===== config.mk =====
export PLATFORM = sky130hd
export DESIGN_NAME = decoder_top
export DESIGN_NICKNAME = d
export VERILOG_FILES = /design/src/hdl/decoder_pkg.sv /design/src/hdl/alu_decode.sv /design/src/hdl/branch_decode.sv /design/src/hdl/decode_stage.sv /design/src/hdl/decoder_top.sv /design/src/hdl/mem_decode.sv
export VERILOG_INCLUDE_DIRS = /design/src /design/src/hdl
export SDC_FILE = /design/constraint.sdc
export NUM_CORES = 1
export LEC_CHECK = 0
export BUFFER_PORTS_ARGS = -buffer_cell sky130_fd_sc_hd__buf_2
export CAP_MARGIN = 20
export CORE_MARGIN = 2
export CORE_UTILIZATION = 34
export DETAILED_ROUTE_END_ITERATION = 10
export PLACE_DENSITY = 0.65
export RECOVER_POWER = 50
export SYNTH_ARGS = -nofsm -noshare
export SYNTH_HDL_FRONTEND = slang
export SYNTH_SLANG_ARGS = --single-unit

===== constraint.sdc =====
create_clock -name clk -period 0.8 [get_ports clk]
set_clock_uncertainty 0.05 [all_clocks]
set_input_delay 0.24 -clock clk [delete_from_list [all_inputs] [get_ports clk]]
set_output_delay 0.24 -clock clk [all_outputs]
set_load 0.01 [all_outputs]

===== src/hdl/decoder_params.svh =====
`ifndef DECODER_PARAMS_SVH
`define DECODER_PARAMS_SVH

// Datapath and register index widths
`define DEC_XLEN            32
`define DEC_REG_W           5
`define DEC_SUB_W           4
`define DEC_EXCP_W          16

// Instruction field positions
`define DEC_OP_LSB          26
`define DEC_OP_W            6
`define DEC_RD_LSB          0
`define DEC_RJ_LSB          5
`define DEC_RK_LSB          10
`define DEC_I12_LSB         10
`define DEC_I20_LSB         5

// Exception codes, 6 bit ecode zero-extended
`define DEC_EXCP_ADEF       16'h0008
`define DEC_EXCP_SYS        16'h000B
`define DEC_EXCP_BRK        16'h000C
`define DEC_EXCP_INE        16'h000D

// Valid flag carried in the fetch fault word
`define DEC_FETCH_FAULT_BIT 15

`endif


===== src/hdl/decoder_pkg.sv =====
`include "decoder_params.svh"

package decoder_pkg;

    typedef enum logic [3:0]
    {
        UNIT_ALU  = 4'd0,
        UNIT_BR   = 4'd1,
        UNIT_DIV  = 4'd2,
        UNIT_EXCP = 4'd3,
        UNIT_MUL  = 4'd4,
        UNIT_MEM  = 4'd5,
        UNIT_LINK = 4'd8   // ALU result plus branch
    } unit_e;

    typedef enum logic [3:0]
    {
        ALU_AND    = 4'd0,
        ALU_OR     = 4'd1,
        ALU_NOR    = 4'd2,
        ALU_XOR    = 4'd3,
        ALU_ADD    = 4'd4,
        ALU_SUB    = 4'd5,
        ALU_SLL    = 4'd6,
        ALU_SRL    = 4'd7,
        ALU_SRA    = 4'd8,
        ALU_SLT    = 4'd9,
        ALU_SLTU   = 4'd10,
        ALU_PASS_B = 4'd12
    } alu_op_e;

    // Predictor classes
    typedef enum logic [2:0]
    {
        BR_NOT_JUMP = 3'd0,
        BR_DIRECT   = 3'd1,
        BR_JUMP     = 3'd2,
        BR_CALL     = 3'd3,
        BR_RET      = 3'd4,
        BR_INDIRECT = 3'd5
    } br_kind_e;

    typedef enum logic
    {
        SRC1_REG = 1'b0,
        SRC1_PC  = 1'b1
    } src1_e;

    typedef enum logic [1:0]
    {
        SRC2_REG  = 2'd0,
        SRC2_IMM  = 2'd1,
        SRC2_RD   = 2'd2,
        SRC2_FOUR = 2'd3   // Link address
    } src2_e;

    typedef struct packed
    {
        unit_e                  unit;
        alu_op_e                alu_op;
        logic [`DEC_SUB_W-1:0]  subtype;
        logic [`DEC_REG_W-1:0]  rj;
        logic [`DEC_REG_W-1:0]  rk;
        logic [`DEC_REG_W-1:0]  rd;
        logic [`DEC_XLEN-1:0]   imm;
        src1_e                  src1;
        src2_e                  src2;
        logic                   regwrite;
        logic                   memread;
        logic                   memwrite;
        br_kind_e               br_kind;
        logic [`DEC_EXCP_W-1:0] excp_arg;
    } decode_t;

    typedef struct packed
    {
        logic    hit;
        decode_t dec;
    } class_dec_t;

    // Exception result, everything else zero
    function automatic decode_t excp_dec(input logic [`DEC_EXCP_W-1:0] arg);
        decode_t d;
        d          = '0;
        d.unit     = UNIT_EXCP;
        d.excp_arg = arg;
        return d;
    endfunction

endpackage


===== src/hdl/alu_decode.sv =====
`timescale 1ns/1ps
`include "decoder_params.svh"

module alu_decode
(
    input  logic [`DEC_XLEN-1:0]    ir,
    output decoder_pkg::class_dec_t res
);

    logic [`DEC_OP_W-1:0]  op;
    logic [`DEC_REG_W-1:0] rk_f;
    logic [`DEC_REG_W-1:0] rj_f;
    logic [`DEC_REG_W-1:0] rd_f;
    logic [11:0]           imm12;
    logic [19:0]           imm20;
    logic                  hit;
    decoder_pkg::decode_t  d;

    assign op    = ir[`DEC_OP_LSB +: `DEC_OP_W];
    assign rk_f  = ir[`DEC_RK_LSB +: `DEC_REG_W];
    assign rj_f  = ir[`DEC_RJ_LSB +: `DEC_REG_W];
    assign rd_f  = ir[`DEC_RD_LSB +: `DEC_REG_W];
    assign imm12 = ir[`DEC_I12_LSB +: 12];
    assign imm20 = ir[`DEC_I20_LSB +: 20];

    always_comb
    begin
        d   = '0;
        hit = 1'b0;
        case (op)
            6'b000000:
                case (ir[25:22])
                    4'b0000:   // Three register forms
                    begin
                        hit        = 1'b1;
                        d.rk       = rk_f;
                        d.rj       = rj_f;
                        d.rd       = rd_f;
                        d.regwrite = 1'b1;
                        case (ir[21:15])
                            7'b0100000: d.alu_op = decoder_pkg::ALU_ADD;
                            7'b0100010: d.alu_op = decoder_pkg::ALU_SUB;
                            7'b0100100: d.alu_op = decoder_pkg::ALU_SLT;
                            7'b0100101: d.alu_op = decoder_pkg::ALU_SLTU;
                            7'b0101000: d.alu_op = decoder_pkg::ALU_NOR;
                            7'b0101001: d.alu_op = decoder_pkg::ALU_AND;
                            7'b0101010: d.alu_op = decoder_pkg::ALU_OR;
                            7'b0101011: d.alu_op = decoder_pkg::ALU_XOR;
                            7'b0101110: d.alu_op = decoder_pkg::ALU_SLL;
                            7'b0101111: d.alu_op = decoder_pkg::ALU_SRL;
                            7'b0110000: d.alu_op = decoder_pkg::ALU_SRA;
                            7'b0111000, 7'b0111001, 7'b0111010:
                            begin
                                d.unit    = decoder_pkg::UNIT_MUL;
                                d.subtype = {2'b00, ir[16:15]};   // MUL.W, MULH.W, MULH.WU
                            end
                            7'b1000000, 7'b1000001, 7'b1000010, 7'b1000011:
                            begin
                                d.unit    = decoder_pkg::UNIT_DIV;
                                d.subtype = {2'b00, ir[16:15]};
                            end
                            7'b1010100: d = decoder_pkg::excp_dec(`DEC_EXCP_BRK);
                            7'b1010110: d = decoder_pkg::excp_dec(`DEC_EXCP_SYS);
                            default:    hit = 1'b0;
                        endcase
                    end
                    4'b0001:   // Shift by immediate
                        if (ir[21:20] == 2'b00 && ir[17:15] == 3'b001 && ir[19:18] != 2'b11)
                        begin
                            hit        = 1'b1;
                            d.imm      = {27'b0, ir[14:10]};
                            d.rj       = rj_f;
                            d.rd       = rd_f;
                            d.src2     = decoder_pkg::SRC2_IMM;
                            d.regwrite = 1'b1;
                            case (ir[19:18])
                                2'b00:   d.alu_op = decoder_pkg::ALU_SLL;
                                2'b01:   d.alu_op = decoder_pkg::ALU_SRL;
                                default: d.alu_op = decoder_pkg::ALU_SRA;
                            endcase
                        end
                    4'b1000, 4'b1001, 4'b1010, 4'b1101, 4'b1110, 4'b1111:
                    begin
                        hit        = 1'b1;
                        d.rj       = rj_f;
                        d.rd       = rd_f;
                        d.src2     = decoder_pkg::SRC2_IMM;
                        d.regwrite = 1'b1;
                        d.imm      = ir[24] ? {20'b0, imm12} : {{20{imm12[11]}}, imm12};
                        case (ir[24:22])
                            3'b000:  d.alu_op = decoder_pkg::ALU_SLT;
                            3'b001:  d.alu_op = decoder_pkg::ALU_SLTU;
                            3'b010:  d.alu_op = decoder_pkg::ALU_ADD;
                            3'b101:  d.alu_op = decoder_pkg::ALU_AND;
                            3'b110:  d.alu_op = decoder_pkg::ALU_OR;
                            default: d.alu_op = decoder_pkg::ALU_XOR;
                        endcase
                    end
                    default: hit = 1'b0;
                endcase
            6'b000101, 6'b000111:   // LU12I.W and PCADDU12I
                if (!ir[25])
                begin
                    hit        = 1'b1;
                    d.imm      = {imm20, 12'b0};
                    d.rd       = rd_f;
                    d.src2     = decoder_pkg::SRC2_IMM;
                    d.regwrite = 1'b1;
                    if (op[1])
                    begin
                        d.alu_op = decoder_pkg::ALU_ADD;
                        d.src1   = decoder_pkg::SRC1_PC;
                    end
                    else
                        d.alu_op = decoder_pkg::ALU_PASS_B;
                end
            default: hit = 1'b0;
        endcase
    end

    assign res.hit = hit;
    assign res.dec = d;

    always_comb
    begin
        assert final (!(res.hit && (res.dec.memread || res.dec.memwrite)))
            else $error("alu_decode hit with memory access");
    end

endmodule


===== src/hdl/branch_decode.sv =====
`timescale 1ns/1ps
`include "decoder_params.svh"

module branch_decode
(
    input  logic [`DEC_XLEN-1:0]    ir,
    output decoder_pkg::class_dec_t res
);

    logic [`DEC_OP_W-1:0]  op;
    logic [`DEC_REG_W-1:0] rj_f;
    logic [`DEC_REG_W-1:0] rd_f;
    logic [`DEC_XLEN-1:0]  off16;
    logic [`DEC_XLEN-1:0]  off26;
    logic                  hit;
    decoder_pkg::decode_t  d;

    assign op    = ir[`DEC_OP_LSB +: `DEC_OP_W];
    assign rj_f  = ir[`DEC_RJ_LSB +: `DEC_REG_W];
    assign rd_f  = ir[`DEC_RD_LSB +: `DEC_REG_W];
    assign off16 = {{14{ir[25]}}, ir[25:10], 2'b00};
    assign off26 = {{4{ir[9]}}, ir[9:0], ir[25:10], 2'b00};   // offs[25:16] sits in ir[9:0]

    always_comb
    begin
        d   = '0;
        hit = 1'b1;
        case (op)
            6'b010011:   // JIRL
            begin
                d.unit     = decoder_pkg::UNIT_LINK;
                d.imm      = off16;
                d.rj       = rj_f;
                d.rd       = rd_f;
                d.regwrite = 1'b1;
                d.alu_op   = decoder_pkg::ALU_ADD;
                d.src1     = decoder_pkg::SRC1_PC;
                d.src2     = decoder_pkg::SRC2_FOUR;
                if (rd_f == 5'd0 && rj_f == 5'd1 && ir[25:10] == 16'd0)
                    d.br_kind = decoder_pkg::BR_RET;
                else if (rd_f == 5'd1)
                    d.br_kind = decoder_pkg::BR_CALL;
                else
                    d.br_kind = decoder_pkg::BR_INDIRECT;
            end
            6'b010100:   // B
            begin
                d.unit    = decoder_pkg::UNIT_BR;
                d.imm     = off26;
                d.br_kind = decoder_pkg::BR_JUMP;
            end
            6'b010101:   // BL writes the link to r1
            begin
                d.unit     = decoder_pkg::UNIT_LINK;
                d.subtype  = 4'd1;
                d.imm      = off26;
                d.rd       = 5'd1;
                d.regwrite = 1'b1;
                d.alu_op   = decoder_pkg::ALU_ADD;
                d.src1     = decoder_pkg::SRC1_PC;
                d.src2     = decoder_pkg::SRC2_FOUR;
                d.br_kind  = decoder_pkg::BR_CALL;
            end
            6'b010110, 6'b010111, 6'b011000, 6'b011001, 6'b011010, 6'b011011:
            begin
                d.unit    = decoder_pkg::UNIT_BR;
                d.imm     = off16;
                d.rj      = rj_f;
                d.rd      = rd_f;
                d.src2    = decoder_pkg::SRC2_RD;
                d.br_kind = decoder_pkg::BR_DIRECT;
                d.subtype = {1'b0, op[2:0]} + 4'd3;   // BEQ 1 through BGEU 6 with wrap
                case (op[2:1])
                    2'b11:   d.alu_op = decoder_pkg::ALU_SUB;    // BEQ, BNE
                    2'b00:   d.alu_op = decoder_pkg::ALU_SLT;
                    default: d.alu_op = decoder_pkg::ALU_SLTU;
                endcase
                d.subtype[3] = 1'b0;
            end
            default: hit = 1'b0;
        endcase
    end

    assign res.hit = hit;
    assign res.dec = d;

    always_comb
    begin
        assert final (!res.hit || res.dec.br_kind != decoder_pkg::BR_NOT_JUMP)
            else $error("branch_decode hit without a branch kind");
    end

endmodule


===== src/hdl/decode_stage.sv =====
`timescale 1ns/1ps
`include "decoder_params.svh"

module decode_stage
(
    input  logic                    clk,
    input  logic                    arst_n,
    input  logic                    in_valid,
    input  logic [`DEC_XLEN-1:0]    pc,
    input  logic [`DEC_EXCP_W-1:0]  fetch_excp,
    input  decoder_pkg::class_dec_t alu_res,
    input  decoder_pkg::class_dec_t mem_res,
    input  decoder_pkg::class_dec_t br_res,
    output logic                    out_valid,
    output decoder_pkg::decode_t    out_dec
);

    logic [`DEC_EXCP_W-1:0] fault_arg;
    decoder_pkg::decode_t   next_dec;

    // Front end code without its flag bit
    always_comb
    begin
        fault_arg                       = fetch_excp;
        fault_arg[`DEC_FETCH_FAULT_BIT] = 1'b0;
    end

    // Fetch fault, then misaligned pc, then the class decoders
    always_comb
    begin
        if (fetch_excp[`DEC_FETCH_FAULT_BIT])
            next_dec = decoder_pkg::excp_dec(fault_arg);
        else if (|pc[1:0])
            next_dec = decoder_pkg::excp_dec(`DEC_EXCP_ADEF);
        else if (alu_res.hit)
            next_dec = alu_res.dec;
        else if (mem_res.hit)
            next_dec = mem_res.dec;
        else if (br_res.hit)
            next_dec = br_res.dec;
        else
            next_dec = decoder_pkg::excp_dec(`DEC_EXCP_INE);   // Unknown or dropped encoding
    end

    always_ff @(posedge clk or negedge arst_n)
    begin
        if (!arst_n)
        begin
            out_valid <= 1'b0;
            out_dec   <= '0;
        end
        else
        begin
            out_valid <= in_valid;
            out_dec   <= in_valid ? next_dec : '0;   // Idle slots carry zeros
        end
    end

    // Opcode classes of the three decoders are disjoint
    assert property (@(posedge clk) disable iff (!arst_n)
        $onehot0({alu_res.hit, mem_res.hit, br_res.hit}))
        else $error("more than one class decoder hit");

endmodule


===== src/hdl/decoder_top.sv =====
`timescale 1ns/1ps
`include "decoder_params.svh"

module decoder_top
(
    input  logic                   clk,
    input  logic                   arst_n,
    input  logic                   in_valid,
    input  logic [`DEC_XLEN-1:0]   ir,
    input  logic [`DEC_XLEN-1:0]   pc,
    input  logic [`DEC_EXCP_W-1:0] fetch_excp,
    output logic                   out_valid,
    output decoder_pkg::decode_t   out_dec
);

    decoder_pkg::class_dec_t alu_res;
    decoder_pkg::class_dec_t mem_res;
    decoder_pkg::class_dec_t br_res;

    alu_decode u_alu_decode
    (
        .ir  (ir),
        .res (alu_res)
    );

    mem_decode u_mem_decode
    (
        .ir  (ir),
        .res (mem_res)
    );

    branch_decode u_branch_decode
    (
        .ir  (ir),
        .res (br_res)
    );

    decode_stage u_decode_stage
    (
        .clk        (clk),
        .arst_n     (arst_n),
        .in_valid   (in_valid),
        .pc         (pc),
        .fetch_excp (fetch_excp),
        .alu_res    (alu_res),
        .mem_res    (mem_res),
        .br_res     (br_res),
        .out_valid  (out_valid),
        .out_dec    (out_dec)
    );

endmodule


===== src/hdl/mem_decode.sv =====
`timescale 1ns/1ps
`include "decoder_params.svh"

module mem_decode
(
    input  logic [`DEC_XLEN-1:0]    ir,
    output decoder_pkg::class_dec_t res
);

    logic [11:0]          imm12;
    logic                 is_load;
    logic                 hit;
    decoder_pkg::decode_t d;

    assign imm12 = ir[`DEC_I12_LSB +: 12];

    always_comb
    begin
        d       = '0;
        hit     = 1'b0;
        is_load = 1'b0;
        if (ir[`DEC_OP_LSB +: `DEC_OP_W] == 6'b001010)
        begin
            hit = 1'b1;
            case (ir[25:22])
                4'b0000: d.subtype = 4'd0;   // LD.B
                4'b0001: d.subtype = 4'd1;
                4'b0010: d.subtype = 4'd2;
                4'b0100: d.subtype = 4'd3;   // ST.B
                4'b0101: d.subtype = 4'd4;
                4'b0110: d.subtype = 4'd5;
                4'b1000: d.subtype = 4'd6;   // LD.BU
                4'b1001: d.subtype = 4'd7;
                default: hit = 1'b0;
            endcase
            is_load    = !ir[24];
            d.unit     = decoder_pkg::UNIT_MEM;
            d.imm      = {{20{imm12[11]}}, imm12};
            d.rj       = ir[`DEC_RJ_LSB +: `DEC_REG_W];
            d.rd       = ir[`DEC_RD_LSB +: `DEC_REG_W];   // Store data for ST
            d.regwrite = is_load;
            d.memread  = is_load;
            d.memwrite = !is_load;
        end
    end

    assign res.hit = hit;
    assign res.dec = d;

    always_comb
    begin
        assert final (!(res.dec.memread && res.dec.memwrite))
            else $error("mem_decode sets both memread and memwrite");
    end

endmodule


* Word-level counts from Yosys, hierarchy flattened *
Cells that the tools add are included.

cells by class
  multiplexer cells = 60
  reductions and logical operators = 28
  eq/ne operators = 53
  $add $sub $neg = 1

operators by type and width
  cell                                                              number
  84-bit 2-to-1 mux                                                 6
  72-bit one-hot mux with 2 select lines                            1
  37-bit one-hot mux with 3 select lines                            1
  7-bit by 6-bit == test with 1-bit output (second input constant)  14
  41-bit one-hot mux with 2 select lines                            1
  37-bit 2-to-1 mux                                                 2
  32-bit one-hot mux with 2 select lines                            1
  6-bit by 5-bit == test with 1-bit output (second input constant)  9
  7-bit == test (second input constant)                             6
  21-bit 2-to-1 mux                                                 2
  41-bit 2-to-1 mux                                                 1
  4-bit one-hot mux with 10 select lines                            1
  4-bit one-hot mux with 2 select lines                             5
  32-bit 2-to-1 mux                                                 1
  4-bit == test (second input constant)                             6
  3-bit one-hot mux with 7 select lines                             1
  7-bit OR reduction                                                3
  4-bit one-hot mux with 5 select lines                             1
  20-bit OR reduction                                               1
  3-bit 2-to-1 mux                                                  6
  3-bit one-hot mux with 3 select lines                             2
  16-bit logical NOT                                                1
  5-bit 2-to-1 mux                                                  3
  5-bit one-hot mux with 3 select lines                             1
  other kinds (38)                                                  66

word-level totals
  input bits = 83
  flip-flop bits (word level) = 85
  output and inout bits = 85
  logic and storage cells = 157

* Longest topological paths before layout *
  depth in word-level cells = 11
  depth in mapped cells = 9
  mapped depth without buffers = 8

* Modules after synthesis *
Synthesis repeated with hierarchy kept, for this count alone.

second synthesis, totals
  cell total of the unflattened synthesis = 821
  area, all modules = 6,730.2 µm²

modules (own cells, without submodules)
  module         area each (µm²)  times used  cells an instance  sequential area each (µm²)
  decode_stage   3,943.8          1           406                2,127.0
  alu_decode     1,101.1          1           174                0.0
  branch_decode  945.9            1           140                0.0
  mem_decode     739.5            1           101                0.0

* Worst setup path after synthesis *
No wires, ideal clock.

  path kind = input -> register
  start point = input port ir[27]
  end point = register u_decode_stage.out_dec[43] (netlist name)
  setup time = 0.150 ns
  required time = 0.600 ns
  arrival time = 1.978 ns
  buffers on the path = 1
  cell stages on the path = 7
  setup slack = -1.377 ns
  cells stage by stage = inv_1 -> ha_1 -> or4_1 -> and4b_1 -> clkbuf_1 -> a31oi_1 -> a21oi_1

between the ends
  longest elaborated chain between the ends = 9
  elaborated cells on any way between the ends = 29
  classes of those cells = eq/ne (12); mux (12); reduce/logical (5)

ends and longest elaborated chain
  element                                                                            RTL line             source
  from (decl)                                                                        decoder_top.sv:9     input logic [`DEC_XLEN-1:0] ir,
  6-bit by 5-bit == test with 1-bit output                                           branch_decode.sv:28  case (op)
  7-bit OR reduction (no line), or another cell as far along                         --
  32-bit one-hot mux with 2 select lines / 1-bit 2-to-1 mux (equally long branches)  branch_decode.sv:28
  84-bit 2-to-1 mux                                                                  decode_stage.sv:39   else if (br_res.hit)
  84-bit 2-to-1 mux                                                                  decode_stage.sv:37   else if (mem_res.hit)
  84-bit 2-to-1 mux (*)                                                              decode_stage.sv:35   else if (alu_res.hit)
  84-bit 2-to-1 mux (*)                                                              decode_stage.sv:33   else if (|pc[1:0])
  84-bit 2-to-1 mux (*)                                                              decode_stage.sv:31   if (fetch_excp[`DEC_FETCH_FAULT_BIT])
  84-bit 2-to-1 mux (*)                                                              decode_stage.sv:55   out_dec <= in_valid ? next_dec : '0;

Every way passes the cells marked *; elsewhere a longest branch is shown, timed or not.

* Worst setup path in the final report *
  start point = input port ir[17]
  end point = register u_decode_stage.out_dec[65] (netlist name)

between the ends
  longest elaborated chain between the ends = 10
  elaborated cells on any way between the ends = 35
  classes of those cells = eq/ne (21); mux (11); reduce/logical (3)

ends and longest elaborated chain
  element                                                                      RTL line
  parallel branches: the longest is 6 deep, another holds 20-bit OR reduction  --
  84-bit 2-to-1 mux (*)                                                        decode_stage.sv:35
  84-bit 2-to-1 mux (*)                                                        decode_stage.sv:33
  84-bit 2-to-1 mux (*)                                                        decode_stage.sv:31
  84-bit 2-to-1 mux (*)                                                        decode_stage.sv:55

Mark *: on every way between the ends.

==> impl_metrics.csv <==
group,metric,value,unit
worst_hold_path,min_delay_worst_endpoint,"u_decode_stage.out_dec[1]",
worst_setup_path,setup_crit_start,"ir[17]",
worst_hold_path,min_delay_path_depth,3,
floorplanning,rows,40,
detailed_routing,drc,0,
worst_setup_path,worst_ep_arrival_time,2.21,ns
synth,register_bit_count_reported_by_yosys,83,
timing,fin_ws,-1.18,ns
synth,yosys_warnings,0,
synth,gate_count_post_synth,425,
worst_setup_path,cp.buffers_inverters,2,
place,place.detailed.instances,818,
detailed_routing,drt_pre_antenna_iters,5,
clock_network,cts.path.max_buffers,2,
floorplanning,io_pins,168,
clock_network,htreeDepth,3,
detailed_routing,wirelength,15100,um
worst_hold_path,hold_path.startpoint,"fetch_excp[1]",
finish,cell_count_final_fillers_out,855,
worst_setup_path,cp_cell_sequence,"buf_6 -> or4b_4 -> o31a_1 -> o31a_1 -> buf_4 -> a2111oi_4 -> and2_1",
place,dp_hpwl,11400,um
detailed_routing,first_drt_iteration_drcs,474,
worst_hold_path,worst_hold_path_type,"input port to flip-flop",
clock_network,tritoncts,"done",
place,worst_slack_placed,-1.55,ns
timing,setup-violations-final,154,
finish,antenna_fix_cells,0,
worst_setup_path,cp_slowest_cell,"or4b_4",
clock_network,cts_made_buffers,9,
floorplanning,floorplan.core_area,11900,um^2
global_routing,initial_antenna_violation_count,0,
global_routing,groute.usage.overall,0.231,
timing,final_worst_path_cycle_share,2.47,
finish,drive_gt1_frac,0.566,
global_routing,grt_max_degree,44,
pwr,totalPowerFinal,10.5,mW
pwr,ir_worst_vdd,0.963,mV
worst_setup_path,crit_path_frequent_cell,"o31a_1",
synth,synth_edf_count,0,
detailed_routing,drt-wirelength-per-cell,17.6,um
pwr,power_density,1470,nW/um^2
finish,filler_cell_count,977,
detailed_routing,drt.antenna.violating_nets,0,
place,numPortBuffers,135,
timing,rsz0062_at_grt,"yes",
run,max-cap-violations,0,
floorplanning,die_height,114,um
clock_network,clock_tree_root,"clkbuf_16",
timing,period_needed,1.98,ns
worst_setup_path,path_delay_family,"compound AO/OA/AOI/OAI gates",
synth,synth_top_flop_cell,"dfrtp_1",
synth,asyncSetResetFlopFracSynth,1.00,
global_routing,first_global_vias,4496,
timing,hold_viol_final,0,
worst_setup_path,worst_setup_path_start_kind,"input port",
synth,synth_sequential_area_ratio,0.505,
outcome,violations,"negative setup slack",
pwr,power.leakage,3.49,nW
synth,post_synth_instance_area,4120,um^2
floorplanning,die_w,114,um
floorplanning,initial_core_utilization,0.345,
global_routing,globalRouteOverflowTotal,0,
finish,numnets_final,793,
worst_setup_path,worstSetupPathType,"input port to flip-flop",
detailed_routing,mean_number_of_vias_per_cell,5.33,
worst_setup_path,end_kind,"flip-flop",
floorplanning,die-area,13000,um^2
timing,max_freq,505,MHz
worst_setup_path,critical_path_peak_fanout,5,
clock_network,numClockSinks,83,
place,finalWeightedCongestion,0.957,
finish,area.growth.synth_to_final,73.6,%
synth,ys_types,64,
timing,timing.final.max_slew_violations,0,
worst_setup_path,timing.critical_path.slowest_cell_delay,0.53,ns
clock_network,clkTransAtPathRegs,0.06,ns
synth,syn_avg_cell_area,9.68,um^2
global_routing,grt_first_pass_wirelength,23200,um
detailed_routing,vias,4561,
worst_setup_path,crit_required,1.03,ns
outcome,status,"finished, violations left",
synth_stat cells (6+ instances only):
cell type / count / area, um^2
a211oi_1: 6 / 45.0
a21oi_1: 34 / 170
a22oi_1: 23 / 173
a31oi_1: 6 / 37.5
and2_1: 10 / 62.6
and3_1: 15 / 93.8
clkbuf_1: 20 / 75.1
dfrtp_1: 83 / 2080
ha_1: 7 / 87.6
inv_1: 10 / 37.5
nand2_1: 43 / 161
nand3_1: 8 / 40.0
nor2_1: 44 / 165
nor3_1: 14 / 70.1
nor4_1: 6 / 37.5
o21ai_0: 11 / 55.1
stage by stage:
stage                util  instance area, um^2  setup TNS, ns  hold slack [ns]
finish              0.600                 7140         -94.66           0.0769
floorplan               -                 4430         -75.23           -0.106
global placement    0.517                 6160         -99.29            0.186
CTS                 0.579                 6900         -95.32           0.0730
global route        0.600                 7140        -102.95           0.0807
detailed placement  0.517                 6160        -101.03            0.188
timing repair:
action                                  4_1_cts  5_1_grt
pin swaps                                    25       22
hold buffers                                  1        0
cloned                                        1        1
endpoints found under the setup margin      154      154
endpoints found under the hold margin        83        0
setup buffers                                 9       13
resized for setup                            76       41
power breakdown:
part / internal [mW] / switching [mW] / total (mW)
clock network: 2.92 / 1.62 / 4.53
logic: 0.805 / 0.919 / 1.72
registers: 4.25 / 0.0153 / 4.26
total: 7.97 / 2.55 / 10.5
cell type report:
type,count,area (um^2),share of cell area
inverter,10,57.6,0.00806
timing repair buffer,295,2120,0.297
clock inverter,3,68.8,0.00963
multi-input combinational,304,2380,0.333
tap,147,184,0.0257
sequential,83,2080,0.291
clock buffer,13,260,0.0364
flip-flops by register name, summed over array words and instances, names as in the netlist:
name and flops:
u_decode_stage.out_valid 1, u_decode_stage.out_dec 82
cells in the final DEF (no fill, tap or decap), drive strengths merged, types with 3 or more instances in the layout:
| cell | instances |
|---|---|
| nor2b | 3 |
| nor2 | 44 |
| nand3 | 8 |
| buf | 291 |
| a22oi | 23 |
| mux2i | 3 |
| and3 | 15 |
| or3 | 4 |
| a31oi | 7 |
| a21oi | 35 |
| and2 | 10 |
| or4 | 3 |
| a2111oi | 4 |
| nor4 | 6 |
| o31a | 3 |
| inv | 11 |
| ha | 7 |
| clkbuf | 16 |
| dfrtp | 83 |
| nor3 | 15 |
| a211oi | 7 |
| a21boi | 3 |
| nand2b | 5 |
| o211ai | 3 |
| xnor2 | 4 |
| nand2 | 43 |
| o21ai | 13 |
per-layer routing:
metal	part of all wire	vias up	GRT usage
met5	0	-	0
met4	0.031	0	0.0862
met3	0.059	38	0.0462
met2	0.50	198	0.392
met1	0.41	2243	0.292
li1	-	2082	-
cells by family after synthesis:
family,share of synthesized area
flops,0.505
xor+xnor,0.00851
other cells,0.000911
buf+inv,0.0426
compound gates,0.198
fa+ha+maj,0.0213
simple gates,0.212
mux,0.0128
worst max path at each step:
| stage | endpoint | depth (start not counted) |
|---|---|---|
| CTS | u_decode_stage.out_dec[63] | 7 |
| global placement | u_decode_stage.out_dec[64] | 7 |
| global route | u_decode_stage.out_dec[63] | 7 |
| detailed placement | u_decode_stage.out_dec[50] | 8 |
| finish | u_decode_stage.out_dec[65] | 7 |
| floorplan | u_decode_stage.out_dec[81] | 7 |
(Power assumes the default switching activity.)
